**src/common/bot_pkg.sv**
```systemverilog
`default_nettype none

package bot_pkg;

  // Wrapper signatures, first byte on the wire in bits [7:0]
  localparam logic [31:0] CBW_SIGNATURE = 32'h4342_5355;
  localparam logic [31:0] CSW_SIGNATURE = 32'h5342_5355;

  // Largest legal SCSI command block
  localparam logic [7:0] CB_MAX_LEN = 8'd16;

  // Header states are kept in wire order, the parser steps through them by +1
  typedef enum logic [4:0] {
    ST_IDLE,
    ST_SIG0,
    ST_SIG1,
    ST_SIG2,
    ST_SIG3,
    ST_TAG0,
    ST_TAG1,
    ST_TAG2,
    ST_TAG3,
    ST_LEN0,
    ST_LEN1,
    ST_LEN2,
    ST_LEN3,
    ST_FLAGS,
    ST_LUN,
    ST_CBLEN,
    ST_CMD,
    ST_STATUS,
    ST_FAIL
  } parser_state_e;

  typedef enum logic [7:0] {
    OP_TEST_UNIT_READY = 8'h00,
    OP_INQUIRY         = 8'h12,
    OP_READ_10         = 8'h28,
    OP_WRITE_10        = 8'h2A,
    OP_OTHER           = 8'hFF
  } scsi_op_e;

  typedef struct packed {
    logic [31:0] tag;
    logic [31:0] data_len;
    logic        dir;       // 1 is device to host
    logic [3:0]  lun;
    logic [4:0]  cb_len;
  } cbw_info_t;

  typedef struct packed {
    cbw_info_t   info;
    scsi_op_e    op;
    logic [7:0]  opcode;
    logic [31:0] lba;
    logic [15:0] blocks;
  } scsi_cmd_t;

  // Status byte: 0 passed, 1 failed, 2 phase error
  typedef struct packed {
    logic [7:0]  status;
    logic [31:0] transferred;
  } scsi_status_t;

  typedef struct packed {
    logic [7:0] data;
    logic       last;
  } stream_beat_t;

endpackage

`default_nettype wire

```
**src/bot/bot_cb_decoder.sv**
```systemverilog
`timescale 1ns/10ps
`default_nettype none

module bot_cb_decoder (
  input  logic                  clock,
  input  logic                  reset,

  input  logic                  cb_start_i,
  input  bot_pkg::cbw_info_t    cbw_info_i,

  input  logic                  cb_valid_i,
  input  bot_pkg::stream_beat_t cb_beat_i,
  output logic                  cb_ready_o,

  output logic                  cmd_req_o,
  output bot_pkg::scsi_cmd_t    cmd_o,
  input  logic                  cmd_ack_i
);

  typedef enum logic [1:0] {
    DEC_IDLE,
    DEC_COLLECT,
    DEC_REQ,
    DEC_RELEASE
  } dec_state_e;

  dec_state_e        state;
  logic [4:0]        cnt;
  logic [7:0]        op_raw;
  logic [31:0]       lba;
  logic [15:0]       blocks;
  logic              beat_xfer;
  logic              rw_cmd;
  bot_pkg::scsi_op_e op;

  assign cb_ready_o = state == DEC_COLLECT;
  assign cmd_req_o  = state == DEC_REQ;
  assign beat_xfer  = cb_valid_i && cb_ready_o;

  always_ff @(posedge clock) begin
    if (reset) begin
      state <= DEC_IDLE;
      cnt   <= 5'd0;
    end else begin
      case (state)
        DEC_IDLE: begin
          cnt <= 5'd0;
          if (cb_start_i) state <= DEC_COLLECT;
        end
        DEC_COLLECT: begin
          if (beat_xfer) begin
            if (cnt != 5'd31) cnt <= cnt + 5'd1;
            if (cb_beat_i.last) state <= DEC_REQ;
          end
        end
        DEC_REQ:     if (cmd_ack_i) state <= DEC_RELEASE;
        DEC_RELEASE: if (!cmd_ack_i) state <= DEC_IDLE;
        default:     state <= DEC_IDLE;
      endcase
    end
  end

  // Missing bytes read as zero, bytes beyond cb_len are ignored
  always_ff @(posedge clock) begin
    if (cb_start_i) begin
      op_raw <= 8'd0;
      lba    <= 32'd0;
      blocks <= 16'd0;
    end else if (beat_xfer && cnt < cbw_info_i.cb_len) begin
      case (cnt)
        5'd0: op_raw        <= cb_beat_i.data;
        5'd2: lba[31:24]    <= cb_beat_i.data;
        5'd3: lba[23:16]    <= cb_beat_i.data;
        5'd4: lba[15:8]     <= cb_beat_i.data;
        5'd5: lba[7:0]      <= cb_beat_i.data;
        5'd7: blocks[15:8]  <= cb_beat_i.data;
        5'd8: blocks[7:0]   <= cb_beat_i.data;
        default: ;
      endcase
    end
  end

  always_comb begin
    case (op_raw)
      8'h00:   op = bot_pkg::OP_TEST_UNIT_READY;
      8'h12:   op = bot_pkg::OP_INQUIRY;
      8'h28:   op = bot_pkg::OP_READ_10;
      8'h2A:   op = bot_pkg::OP_WRITE_10;
      default: op = bot_pkg::OP_OTHER;
    endcase
  end

  assign rw_cmd       = op == bot_pkg::OP_READ_10 || op == bot_pkg::OP_WRITE_10;
  assign cmd_o.info   = cbw_info_i;
  assign cmd_o.op     = op;
  assign cmd_o.opcode = op_raw;
  assign cmd_o.lba    = rw_cmd ? lba : 32'd0;
  assign cmd_o.blocks = rw_cmd ? blocks : 16'd0;

  a_req_holds_for_ack : assert property (
    @(posedge clock) disable iff (reset)
    $fell(cmd_req_o) |-> $past(cmd_ack_i)
  );

  // Header fields come from the parser, so this also covers its hold
  a_cmd_stable : assert property (
    @(posedge clock) disable iff (reset)
    cmd_req_o && !cmd_ack_i |=> $stable(cmd_o)
  );

endmodule

`default_nettype wire

```
**src/bot/bot_cbw_parser.sv**
```systemverilog
`timescale 1ns/10ps
`default_nettype none

module bot_cbw_parser (
  input  logic                 clock,
  input  logic                 reset,

  // Bulk-Out stream
  input  logic                 usb_rx_valid_i,
  input  bot_pkg::stream_beat_t usb_rx_beat_i,
  output logic                 usb_rx_ready_o,

  // Command block towards the skid buffer
  input  logic                 skid_ready_i,
  output logic                 skid_valid_o,

  input  logic                 csw_sent_i,
  output logic                 status_phase_o,
  output logic                 cb_start_o,
  output bot_pkg::cbw_info_t   cbw_info_o,
  output logic                 error_o
);

  bot_pkg::parser_state_e state;
  logic                   beat_xfer;
  logic                   reject;
  logic [7:0]             rx_byte;

  assign rx_byte = usb_rx_beat_i.data;

  always_comb begin
    case (state)
      bot_pkg::ST_IDLE,
      bot_pkg::ST_STATUS: usb_rx_ready_o = 1'b0;
      bot_pkg::ST_CMD:    usb_rx_ready_o = skid_ready_i;
      default:            usb_rx_ready_o = 1'b1;
    endcase
  end

  assign beat_xfer      = usb_rx_valid_i && usb_rx_ready_o;
  assign skid_valid_o   = usb_rx_valid_i && (state == bot_pkg::ST_CMD);
  assign status_phase_o = state == bot_pkg::ST_STATUS;

  // Field checks for the header byte currently on the stream
  always_comb begin
    case (state)
      bot_pkg::ST_SIG0:  reject = rx_byte != bot_pkg::CBW_SIGNATURE[7:0];
      bot_pkg::ST_SIG1:  reject = rx_byte != bot_pkg::CBW_SIGNATURE[15:8];
      bot_pkg::ST_SIG2:  reject = rx_byte != bot_pkg::CBW_SIGNATURE[23:16];
      bot_pkg::ST_SIG3:  reject = rx_byte != bot_pkg::CBW_SIGNATURE[31:24];
      bot_pkg::ST_FLAGS: reject = rx_byte[6:0] != 7'd0;
      bot_pkg::ST_LUN:   reject = rx_byte[7:4] != 4'd0;
      bot_pkg::ST_CBLEN: reject = rx_byte == 8'd0 || rx_byte > bot_pkg::CB_MAX_LEN;
      default:           reject = 1'b0;
    endcase
  end

  always_ff @(posedge clock) begin
    if (reset) begin
      state      <= bot_pkg::ST_IDLE;
      cb_start_o <= 1'b0;
      error_o    <= 1'b0;
    end else begin
      cb_start_o <= 1'b0;
      case (state)
        bot_pkg::ST_IDLE: begin
          state <= bot_pkg::ST_SIG0;
        end

        bot_pkg::ST_CMD: begin
          // Bytes past the declared length still belong to this command
          if (beat_xfer && usb_rx_beat_i.last) begin
            state <= bot_pkg::ST_STATUS;
          end
        end

        bot_pkg::ST_STATUS: begin
          if (csw_sent_i) begin
            state <= bot_pkg::ST_IDLE;
          end
        end

        bot_pkg::ST_FAIL: begin
          if (beat_xfer && usb_rx_beat_i.last) begin
            state <= bot_pkg::ST_IDLE;
          end
        end

        default: begin
          if (beat_xfer) begin
            if (state == bot_pkg::ST_SIG0) begin
              error_o <= 1'b0;
            end
            if (reject) begin
              error_o <= 1'b1;
              // A rejected byte may already close the packet
              state   <= usb_rx_beat_i.last ? bot_pkg::ST_IDLE : bot_pkg::ST_FAIL;
            end else begin
              state      <= bot_pkg::parser_state_e'(state + 5'd1);
              cb_start_o <= state == bot_pkg::ST_CBLEN;
            end
          end
        end
      endcase
    end
  end

  // Header capture with little-endian multi-byte fields
  always_ff @(posedge clock) begin
    if (beat_xfer) begin
      case (state)
        bot_pkg::ST_TAG0:  cbw_info_o.tag[7:0]        <= rx_byte;
        bot_pkg::ST_TAG1:  cbw_info_o.tag[15:8]       <= rx_byte;
        bot_pkg::ST_TAG2:  cbw_info_o.tag[23:16]      <= rx_byte;
        bot_pkg::ST_TAG3:  cbw_info_o.tag[31:24]      <= rx_byte;
        bot_pkg::ST_LEN0:  cbw_info_o.data_len[7:0]   <= rx_byte;
        bot_pkg::ST_LEN1:  cbw_info_o.data_len[15:8]  <= rx_byte;
        bot_pkg::ST_LEN2:  cbw_info_o.data_len[23:16] <= rx_byte;
        bot_pkg::ST_LEN3:  cbw_info_o.data_len[31:24] <= rx_byte;
        bot_pkg::ST_FLAGS: cbw_info_o.dir             <= rx_byte[7];
        bot_pkg::ST_LUN:   cbw_info_o.lun             <= rx_byte[3:0];
        bot_pkg::ST_CBLEN: cbw_info_o.cb_len          <= rx_byte[4:0];
        default: ;
      endcase
    end
  end

  // Header fields stay put while the command and its CSW are in flight
  a_info_held : assert property (
    @(posedge clock) disable iff (reset)
    (state == bot_pkg::ST_CMD || state == bot_pkg::ST_STATUS) |=> $stable(cbw_info_o)
  );

endmodule

`default_nettype wire

```
**src/bot/bot_csw_builder.sv**
```systemverilog
`timescale 1ns/10ps
`default_nettype none

module bot_csw_builder (
  input  logic                  clock,
  input  logic                  reset,

  input  bot_pkg::cbw_info_t    cbw_info_i,
  input  logic                  status_phase_i,

  input  logic                  done_req_i,
  input  bot_pkg::scsi_status_t done_status_i,
  output logic                  done_ack_o,

  output logic                  usb_tx_valid_o,
  output bot_pkg::stream_beat_t usb_tx_beat_o,
  input  logic                  usb_tx_ready_i,

  output logic                  csw_sent_o
);

  typedef enum logic [1:0] {
    CSW_IDLE,
    CSW_LOAD,
    CSW_SEND
  } csw_state_e;

  csw_state_e            state;
  logic [3:0]            cnt;
  bot_pkg::scsi_status_t status_q;
  logic [31:0]           residue;
  logic [103:0]          csw_bytes;
  logic                  beat_xfer;

  assign usb_tx_valid_o = state == CSW_SEND;
  assign beat_xfer      = usb_tx_valid_o && usb_tx_ready_i;
  assign csw_sent_o     = beat_xfer && cnt == 4'd12;

  // Whole wrapper in wire order, byte 0 in the low bits
  assign csw_bytes = {status_q.status, residue, cbw_info_i.tag, bot_pkg::CSW_SIGNATURE};

  assign usb_tx_beat_o.data = csw_bytes[{cnt, 3'b000} +: 8];
  assign usb_tx_beat_o.last = cnt == 4'd12;

  always_ff @(posedge clock) begin
    if (reset) begin
      state      <= CSW_IDLE;
      done_ack_o <= 1'b0;
      cnt        <= 4'd0;
    end else begin
      if (done_ack_o && !done_req_i) begin
        done_ack_o <= 1'b0;
      end
      case (state)
        CSW_IDLE: begin
          if (status_phase_i && done_req_i && !done_ack_o) begin
            done_ack_o <= 1'b1;
            state      <= CSW_LOAD;
          end
        end
        CSW_LOAD: begin
          cnt   <= 4'd0;
          state <= CSW_SEND;
        end
        CSW_SEND: begin
          if (beat_xfer) begin
            if (cnt == 4'd12) state <= CSW_IDLE;
            else cnt <= cnt + 4'd1;
          end
        end
        default: state <= CSW_IDLE;
      endcase
    end
  end

  always_ff @(posedge clock) begin
    if (state == CSW_IDLE && status_phase_i && done_req_i && !done_ack_o) begin
      status_q <= done_status_i;
    end
    // Residue saturates at zero when more was moved than requested
    if (state == CSW_LOAD) begin
      if (status_q.transferred > cbw_info_i.data_len) begin
        residue <= 32'd0;
      end else begin
        residue <= cbw_info_i.data_len - status_q.transferred;
      end
    end
  end

endmodule

`default_nettype wire

```
**src/design/axis_skid.sv**
```systemverilog
`timescale 1ns/10ps
`default_nettype none

module axis_skid #(
  parameter int WIDTH = 9
) (
  input  logic             clock,
  input  logic             reset,

  input  logic             s_valid_i,
  input  logic [WIDTH-1:0] s_data_i,
  output logic             s_ready_o,

  output logic             m_valid_o,
  output logic [WIDTH-1:0] m_data_o,
  input  logic             m_ready_i
);

  logic             skid_valid;
  logic [WIDTH-1:0] skid_data;
  logic             out_free;

  // Output register can take a new beat this cycle
  assign out_free  = m_ready_i || !m_valid_o;
  assign s_ready_o = !skid_valid;

  always_ff @(posedge clock) begin
    if (reset) begin
      m_valid_o  <= 1'b0;
      skid_valid <= 1'b0;
    end else if (out_free) begin
      if (skid_valid) begin
        m_valid_o  <= 1'b1;
        skid_valid <= 1'b0;
      end else begin
        m_valid_o <= s_valid_i;
      end
    end else if (s_valid_i && s_ready_o) begin
      // Output stalled, park the incoming beat
      skid_valid <= 1'b1;
    end
  end

  always_ff @(posedge clock) begin
    if (out_free) begin
      m_data_o <= skid_valid ? skid_data : s_data_i;
    end else if (s_valid_i && s_ready_o) begin
      skid_data <= s_data_i;
    end
  end

  a_hold_stable : assert property (
    @(posedge clock) disable iff (reset)
    m_valid_o && !m_ready_i |=> m_valid_o && $stable(m_data_o)
  );

endmodule

`default_nettype wire

```
**src/design/bot_top.sv**
```systemverilog
`timescale 1ns/10ps
`default_nettype none

module bot_top (
  input  logic                  clock,
  input  logic                  reset,

  // Bulk-Out stream carrying CBWs
  input  logic                  usb_rx_valid_i,
  output logic                  usb_rx_ready_o,
  input  bot_pkg::stream_beat_t usb_rx_beat_i,

  // Bulk-In stream carrying CSWs
  output logic                  usb_tx_valid_o,
  input  logic                  usb_tx_ready_i,
  output bot_pkg::stream_beat_t usb_tx_beat_o,

  // Command handoff to the SCSI controller
  output logic                  cmd_req_o,
  output bot_pkg::scsi_cmd_t    cmd_o,
  input  logic                  cmd_ack_i,

  // Completion from the SCSI controller
  input  logic                  done_req_i,
  input  bot_pkg::scsi_status_t done_status_i,
  output logic                  done_ack_o,

  output logic                  error_o
);

  localparam int BEAT_W = $bits(bot_pkg::stream_beat_t);

  logic                  skid_valid;
  logic                  skid_ready;
  logic                  cb_valid;
  logic                  cb_ready;
  bot_pkg::stream_beat_t cb_beat;
  bot_pkg::cbw_info_t    cbw_info;
  logic                  cb_start;
  logic                  status_phase;
  logic                  csw_sent;

  bot_cbw_parser i_parser (
    .clock          (clock),
    .reset          (reset),
    .usb_rx_valid_i (usb_rx_valid_i),
    .usb_rx_beat_i  (usb_rx_beat_i),
    .usb_rx_ready_o (usb_rx_ready_o),
    .skid_ready_i   (skid_ready),
    .skid_valid_o   (skid_valid),
    .csw_sent_i     (csw_sent),
    .status_phase_o (status_phase),
    .cb_start_o     (cb_start),
    .cbw_info_o     (cbw_info),
    .error_o        (error_o)
  );

  // Command-block bytes go straight from the Bulk-Out stream into the skid
  axis_skid #(
    .WIDTH (BEAT_W)
  ) i_skid (
    .clock     (clock),
    .reset     (reset),
    .s_valid_i (skid_valid),
    .s_data_i  (usb_rx_beat_i),
    .s_ready_o (skid_ready),
    .m_valid_o (cb_valid),
    .m_data_o  (cb_beat),
    .m_ready_i (cb_ready)
  );

  bot_cb_decoder i_decoder (
    .clock      (clock),
    .reset      (reset),
    .cb_start_i (cb_start),
    .cbw_info_i (cbw_info),
    .cb_valid_i (cb_valid),
    .cb_beat_i  (cb_beat),
    .cb_ready_o (cb_ready),
    .cmd_req_o  (cmd_req_o),
    .cmd_o      (cmd_o),
    .cmd_ack_i  (cmd_ack_i)
  );

  bot_csw_builder i_csw (
    .clock          (clock),
    .reset          (reset),
    .cbw_info_i     (cbw_info),
    .status_phase_i (status_phase),
    .done_req_i     (done_req_i),
    .done_status_i  (done_status_i),
    .done_ack_o     (done_ack_o),
    .usb_tx_valid_o (usb_tx_valid_o),
    .usb_tx_beat_o  (usb_tx_beat_o),
    .usb_tx_ready_i (usb_tx_ready_i),
    .csw_sent_o     (csw_sent)
  );

endmodule

`default_nettype wire

```
**config.mk**
```make
export PLATFORM = sky130hd
export DESIGN_NAME = bot_top
export DESIGN_NICKNAME = d
export VERILOG_FILES = /design/src/common/bot_pkg.sv /design/src/bot/bot_cb_decoder.sv /design/src/bot/bot_cbw_parser.sv /design/src/bot/bot_csw_builder.sv /design/src/design/axis_skid.sv /design/src/design/bot_top.sv
export SDC_FILE = /design/constraint.sdc
export NUM_CORES = 1
export LEC_CHECK = 0
export ABC_CLOCK_PERIOD_IN_PS = 4700
export BUFFER_PORTS_ARGS = -buffer_cell sky130_fd_sc_hd__buf_2
export CAP_MARGIN = 40
export CORE_MARGIN = 10
export CORE_UTILIZATION = 55
export DETAILED_ROUTE_END_ITERATION = 8
export PLACE_DENSITY_LB_ADDON = 0.08
export SETUP_SLACK_MARGIN = 0.3
export SLEW_MARGIN = 10
export SYNTH_ARGS = -nofsm -noshare
export SYNTH_HDL_FRONTEND = slang
export SYNTH_SLANG_ARGS = --single-unit
```
**constraint.sdc**
```tcl
create_clock -name clock -period 4.7 [get_ports clock]
set_clock_uncertainty 0.05 [all_clocks]
set_input_delay 1.175 -clock clock [delete_from_list [all_inputs] [get_ports clock]]
set_output_delay 1.175 -clock clock [all_outputs]
set_load 0.02 [all_outputs]
```
; After elaboration in Yosys (flattened, before gate mapping)
; Cells that the tools add are included.
[word_totals]
ff_bits = 243
inputBits = 55
out_inout_bits = 152
[op_classes]
n_eq_ne = 53
addsub = 4
n_bitwise = 3
reduce_logical = 62
n_lt_le_gt_ge = 3
n_shift = 1
n_mux = 35
[ops]
columns = operator, n
row1 = $shiftx 104x8->8, 1
row2 = $eq 5x4->1 const B, 9
row3 = $mux 5, 8
row4 = $reduce_and 2->1, 19
row5 = $eq 5x3->1 const B, 7
row6 = $eq 8x6->1 const B, 4
row7 = $gt 32x32->1, 1
row8 = $mux 32, 1
row9 = $ne 8x7->1 const B, 4
row10 = $pmux 8 s4, 1
row11 = $sub 32x32->32, 1
row12 = $eq 5x2->1 const B, 4
row13 = $ne 2x2->1 const B, 10
row14 = $pmux 5 s4, 1
row15 = $logic_not 8->1, 2
row16 = $mux 16, 1
row17 = $mux 2, 8
row18 = $eq 5x5->1 const B, 3
row19 = $logic_and 1x1->1, 14
row20 = $reduce_and 3->1, 4
row21 = $add 5x1->5 const B, 2
row22 = $logic_not 5->1, 2
row23 = $pmux 5 s2, 1
row24 = $mux 9, 1
row25 = other kinds (30), 52

; Logic depth before layout (Yosys ltp)
[depth]
ltp_word = 7
depth_mapped = 12
ltp_nobuf = 11

; Modules after synthesis
; A second synthesis with hierarchy kept.
[hier_totals]
cells_unflattened = 1120
area_unflattened_um2 = 12533.3
[modules_own_cells]
columns = mod, instances, area_per_inst_um2, seq_area_each_um2, cells_each
row1 = bot_csw_builder, 1, 5039.8, 2302.2, 487
row2 = bot_cb_decoder, 1, 3636.0, 1261.2, 403
row3 = bot_cbw_parser, 1, 3104.2, 2362.3, 194
row4 = axis_skid, 1, 753.2, 580.6, 36

; Worst setup path after synthesis
; Ideal clock, no wire load.
[synth_path]
path_type = reg-to-output
start = register i_decoder.op_raw[0]
end = output cmd_o[37] (netlist name)
arrival_time_ns = 1.941
slack_ns = 1.534
path_buffers = 2
path_stages_with_launch = 6
cell_sequence = dfxtp_1 > or4_1 > nor3_1 > clkbuf_1 > clkbuf_1 > and2_1
[synth_lines]
columns = item, line
row1 = "start, declared", bot_cb_decoder.sv:29  ; logic [7:0] op_raw;
row2 = "start signal, assigned", bot_cb_decoder.sv:71  ; 5'd0: op_raw <= cb_beat_i.data;
row3 = "end, declared", bot_top.sv:20  ; output bot_pkg::scsi_cmd_t cmd_o,

==> summary.md <==
| Metric | Value |
|---|---|
| Outcome | `complete, no violations` |
| Pre-CTS WS | `1090 ps` |
| Max Fclk | `0.2401 GHz` |
| IO Port Bufs | `206` |
| Finished Layout Cells | `1515` |
| Routability cong. | `0.8892` |
| FILL cells | `1712` |
| Layout cell share with drive strength beyond 1 | `0.2419` |
| Synth Register Bits | `243` |
| Reg2Reg Launch Point | `i_parser.cbw_info_o[10]` |
| Min-Delay Endpoint | `i_parser.error_o` |
| I/O pin count | `207` |
| Synthesized Nets | `1153` |
| Routed Antenna Nets | `0` |
| Slew HR | `0.4276` |
| Via density | `5.711` |
| Endpoint class of the critical path | `output port` |
| R2r worst-path depth | `12` |
| Area leader, netlist | `edfxtp_1` |
| Sw frac | `0.2815` |
| First-pass GRT wire length | `48.80 mm` |
| Top post-synthesis cells by area | `edfxtp_1 (41%), dfxtp_1 (13%), ha_1 (5.7%), mux2i_1 (5.1%), nor2_1 (4.1%)` |
| Leakage | `6.111 nW` |
| EDFF count, synth | `164` |
| Final Util | `0.6571` |
| Slew Limit Fails | `0` |
| Row count | `53` |
| Largest net degree at the start of global routing | `50` |
| Post-route setup slack | `535.9 ps` |
| Starting Density | `0.5640` |
| Max FO, Critical Path | `15` |
| Flop pwr share | `0.448` |
| GR Util All Layers | `0.2142` |
| Die Area | `0.02798 mm²` |
| Tightest Pin Transition | `857.5 ps` |
| Detailed Place HPWL | `22.68 mm` |
| Setup Crit Path Kind | `flip-flop to output port` |
| Placed Cells | `1467` |
| Synth Flop Type | `edfxtp_1` |
| Die X | `167.3 µm` |
| Combinational group share of total power | `0.183` |
| Post-CTS Repair Setup Buffers | `0` |
| Startpoint types | `flip-flop` |
| Synth top cells by count | `edfxtp_1 (164), nor2_1 (131), dfxtp_1 (79)` |
| Pwr dens | `392.5 mW/mm²` |
| CTS tree | `built` |
| H-tree depth | `1` |
| Async S/R FF share, synth | `0` |
| GRT overflow | `0` |
| P_int | `3.920 mW` |
| Via count of the first global-routing pass | `8493` |
| CP required | `3470 ps` |
| Tot Pwr | `5.456 mW` |
| Synth-to-Final Area Change | `16.51%` |
| Reg-to-reg slack, setup | `1330 ps` |
| Cts bufs inserted | `26` |
| Initial DRC Count | `598` |
| Worst path arrival time | `2940 ps` |
| Syn Area/Cell | `11.44 µm²` |
| Setup TNS | `0 ps` |
| Synth cell types | `66` |
| Max_cap viols | `0` |
| CTS Buffer Depth | `3` |
| Worst Hold Launch | `i_parser.error_o` |
| Post-synth top area share | `0.4128` |
| Clk Latency, worst-skew pair | `520 ps` |
| Max IR drop VDD | `323.6 µV` |
| Clk slew on worst S/H paths | `60 ps` |
| Die extent in y | `167.3 µm` |
| Hold-fix buffers, CTS | `0` |
| Synth Cell Area | `0.01193 mm²` |
| Drt pass-1 iters | `5` |
| R2R Path End | `i_csw.residue[9]` |
| Worst Hold Depth | `2` |
| Total core area | `0.02115 mm²` |
| Synth Warn # | `0` |
| Most instantiated library cell after synthesis | `edfxtp_1` |
| Initial antenna violation count | `0` |
| Register area share after synthesis | `0.5454` |
| Final wirelength | `31.40 mm` |
| Fin crit period | `4164 ps` |
| Final period util | `0.8860` |
| RSZ-0062 raised after global routing | `no` |
| Clock power frac | `0.369` |
| NumNets Final | `1330` |
| CTS Root Cell | `clkbuf_16` |
| Sink Count | `243` |
| Hold Vio Cnt, Final | `0` |
| Mapped Cells | `1043` |
| Net Sw Power | `1.536 mW` |
| ANT cells | `0` |
| Final setup violating endpoints | `0` |
| Routed wire length per instance | `20.72 µm` |
| Hold Path Class | `flip-flop to flip-flop` |
| # DRC | `0` |
| Via total after detailed routing | `8652` |
| PostCTS Resize Cnt | `0` |
cells by family (layout without fill, tap and decap cells):
group | Yosys count | in the layout | share of synthesized area
and+or+nand+nor | 337 | 337 | 0.1377
DFF | 243 | 243 | 0.5454
AOI/OAI and AO/OA | 165 | 165 | 0.09554
buffers and inverters | 131 | 328 | 0.05391
muxes | 87 | 87 | 0.09082
adders and majority gates | 55 | 55 | 0.05831
xor gates and xnor gates | 25 | 25 | 0.01835
through the flow:
stage	hold WS, ps	cell area, µm²
3_5_place_dp	415.5	13050
6_report	421.4	13900
2_1_floorplan	401.5	11930
3_3_place_gp	404.9	12970
5_1_grt	454.2	13900
4_1_cts	424.2	13890
area by class of cell:
| class | count | area, µm² | share of cell area |
|---|---|---|---|
| flip-flops and latches | 243 | 6507 | 0.4682 |
| multi-input cells | 669 | 4800 | 0.3453 |
| repair buffers | 220 | 1176 | 0.08462 |
| clock buffers | 36 | 739.5 | 0.05320 |
| well taps | 275 | 344.1 | 0.02475 |
| inverters | 60 | 225.2 | 0.01620 |
| clock inverters | 12 | 107.6 | 0.007741 |
worst max-delay path by stage:
stage	cells after the start	slack [ps]	start	to
floorplan	5	1530	i_decoder.op_raw[0]	cmd_o[37]
global placement	5	1200	i_csw.cnt[2]	usb_tx_beat_o[4]
detailed placement	5	1090	i_csw.cnt[2]	usb_tx_beat_o[4]
CTS	5	480	i_csw.cnt[2]	usb_tx_beat_o[4]
global route	5	330	i_csw.cnt[0]	usb_tx_beat_o[2]
finish	5	540	i_csw.cnt[0]	usb_tx_beat_o[2]
sequential cells by signal (all words and copies together), names as in the netlist, 2 cells and up:
signal               cells
i_csw.cnt                4
i_skid.skid_data         9
i_csw.csw_bytes          8
i_csw.residue           32
i_decoder.cnt            5
i_csw.state              2
i_csw.status_q          32
i_decoder.state          2
i_skid.m_data_o          9
i_decoder.lba           32
i_parser.state           5
i_decoder.op_raw         8
i_parser.cbw_info_o     74
i_decoder.blocks        16
metal layers:
| metal | vias to the layer above | share of wire | global-route usage | routed length, µm |
|---|---|---|---|---|
| li1 | 4082 | - | - | - |
| met1 | 4182 | 0.46 | 0.3109 | 14550 |
| met2 | 353 | 0.43 | 0.3181 | 13590 |
| met3 | 35 | 0.085 | 0.05384 | 2673 |
| met4 | 0 | 0.019 | 0.04353 | 582 |
| met5 | - | 0 | 0 | 0 |
worst max-delay path, cell delays in order, from the launching register on:
cell,delay [ps]
dfxtp_1,880
buf_4,340
mux4_2,520
a221oi_1,320
a21oi_1,140
buf_2,210
placed cells by master (no fill, tap or decap), types with 4 or more instances in the layout:
cell | Yosys | routed
o21ai_0 | 27 | 27
and2_1 | 52 | 52
clkinv_1 | 0 | 5
mux4_2 | 16 | 16
edfxtp_1 | 164 | 164
or3_1 | 6 | 6
dfxtp_1 | 79 | 78
clkbuf_1 | 27 | 6
inv_1 | 60 | 60
mux2i_1 | 61 | 61
buf_2 | 4 | 206
ha_1 | 54 | 54
o21a_1 | 9 | 9
xor2_1 | 15 | 15
and3_1 | 6 | 6
a31oi_1 | 9 | 9
a211oi_1 | 9 | 9
nor2_1 | 131 | 130
nand4_1 | 9 | 9
a21o_1 | 17 | 17
clkbuf_16 | 0 | 27
nand3_1 | 17 | 17
nand2b_1 | 12 | 12
a22oi_1 | 4 | 4
nand2_1 | 50 | 50
buf_4 | 37 | 12
or2_2 | 5 | 5
a221oi_1 | 6 | 6
clkinv_2 | 0 | 4
nor2b_1 | 11 | 11
mux2_2 | 10 | 10
a21oi_1 | 43 | 43
o21bai_1 | 6 | 6
nor3_1 | 19 | 17
xnor2_1 | 10 | 10
power by group through the flow:
stage | sequential (mW) | combinational, mW | clock, mW
final | 2.44 | 0.997 | 2.01
after global routing | 2.46 | 1.10 | 2.12
after CTS | 2.44 | 1.00 | 2.04
after detailed placement | 2.49 | 0.996 | 0
after global placement | 2.49 | 0.986 | 0
after floorplan | 2.48 | 0.745 | 0
(Power assumes the default switching activity.)
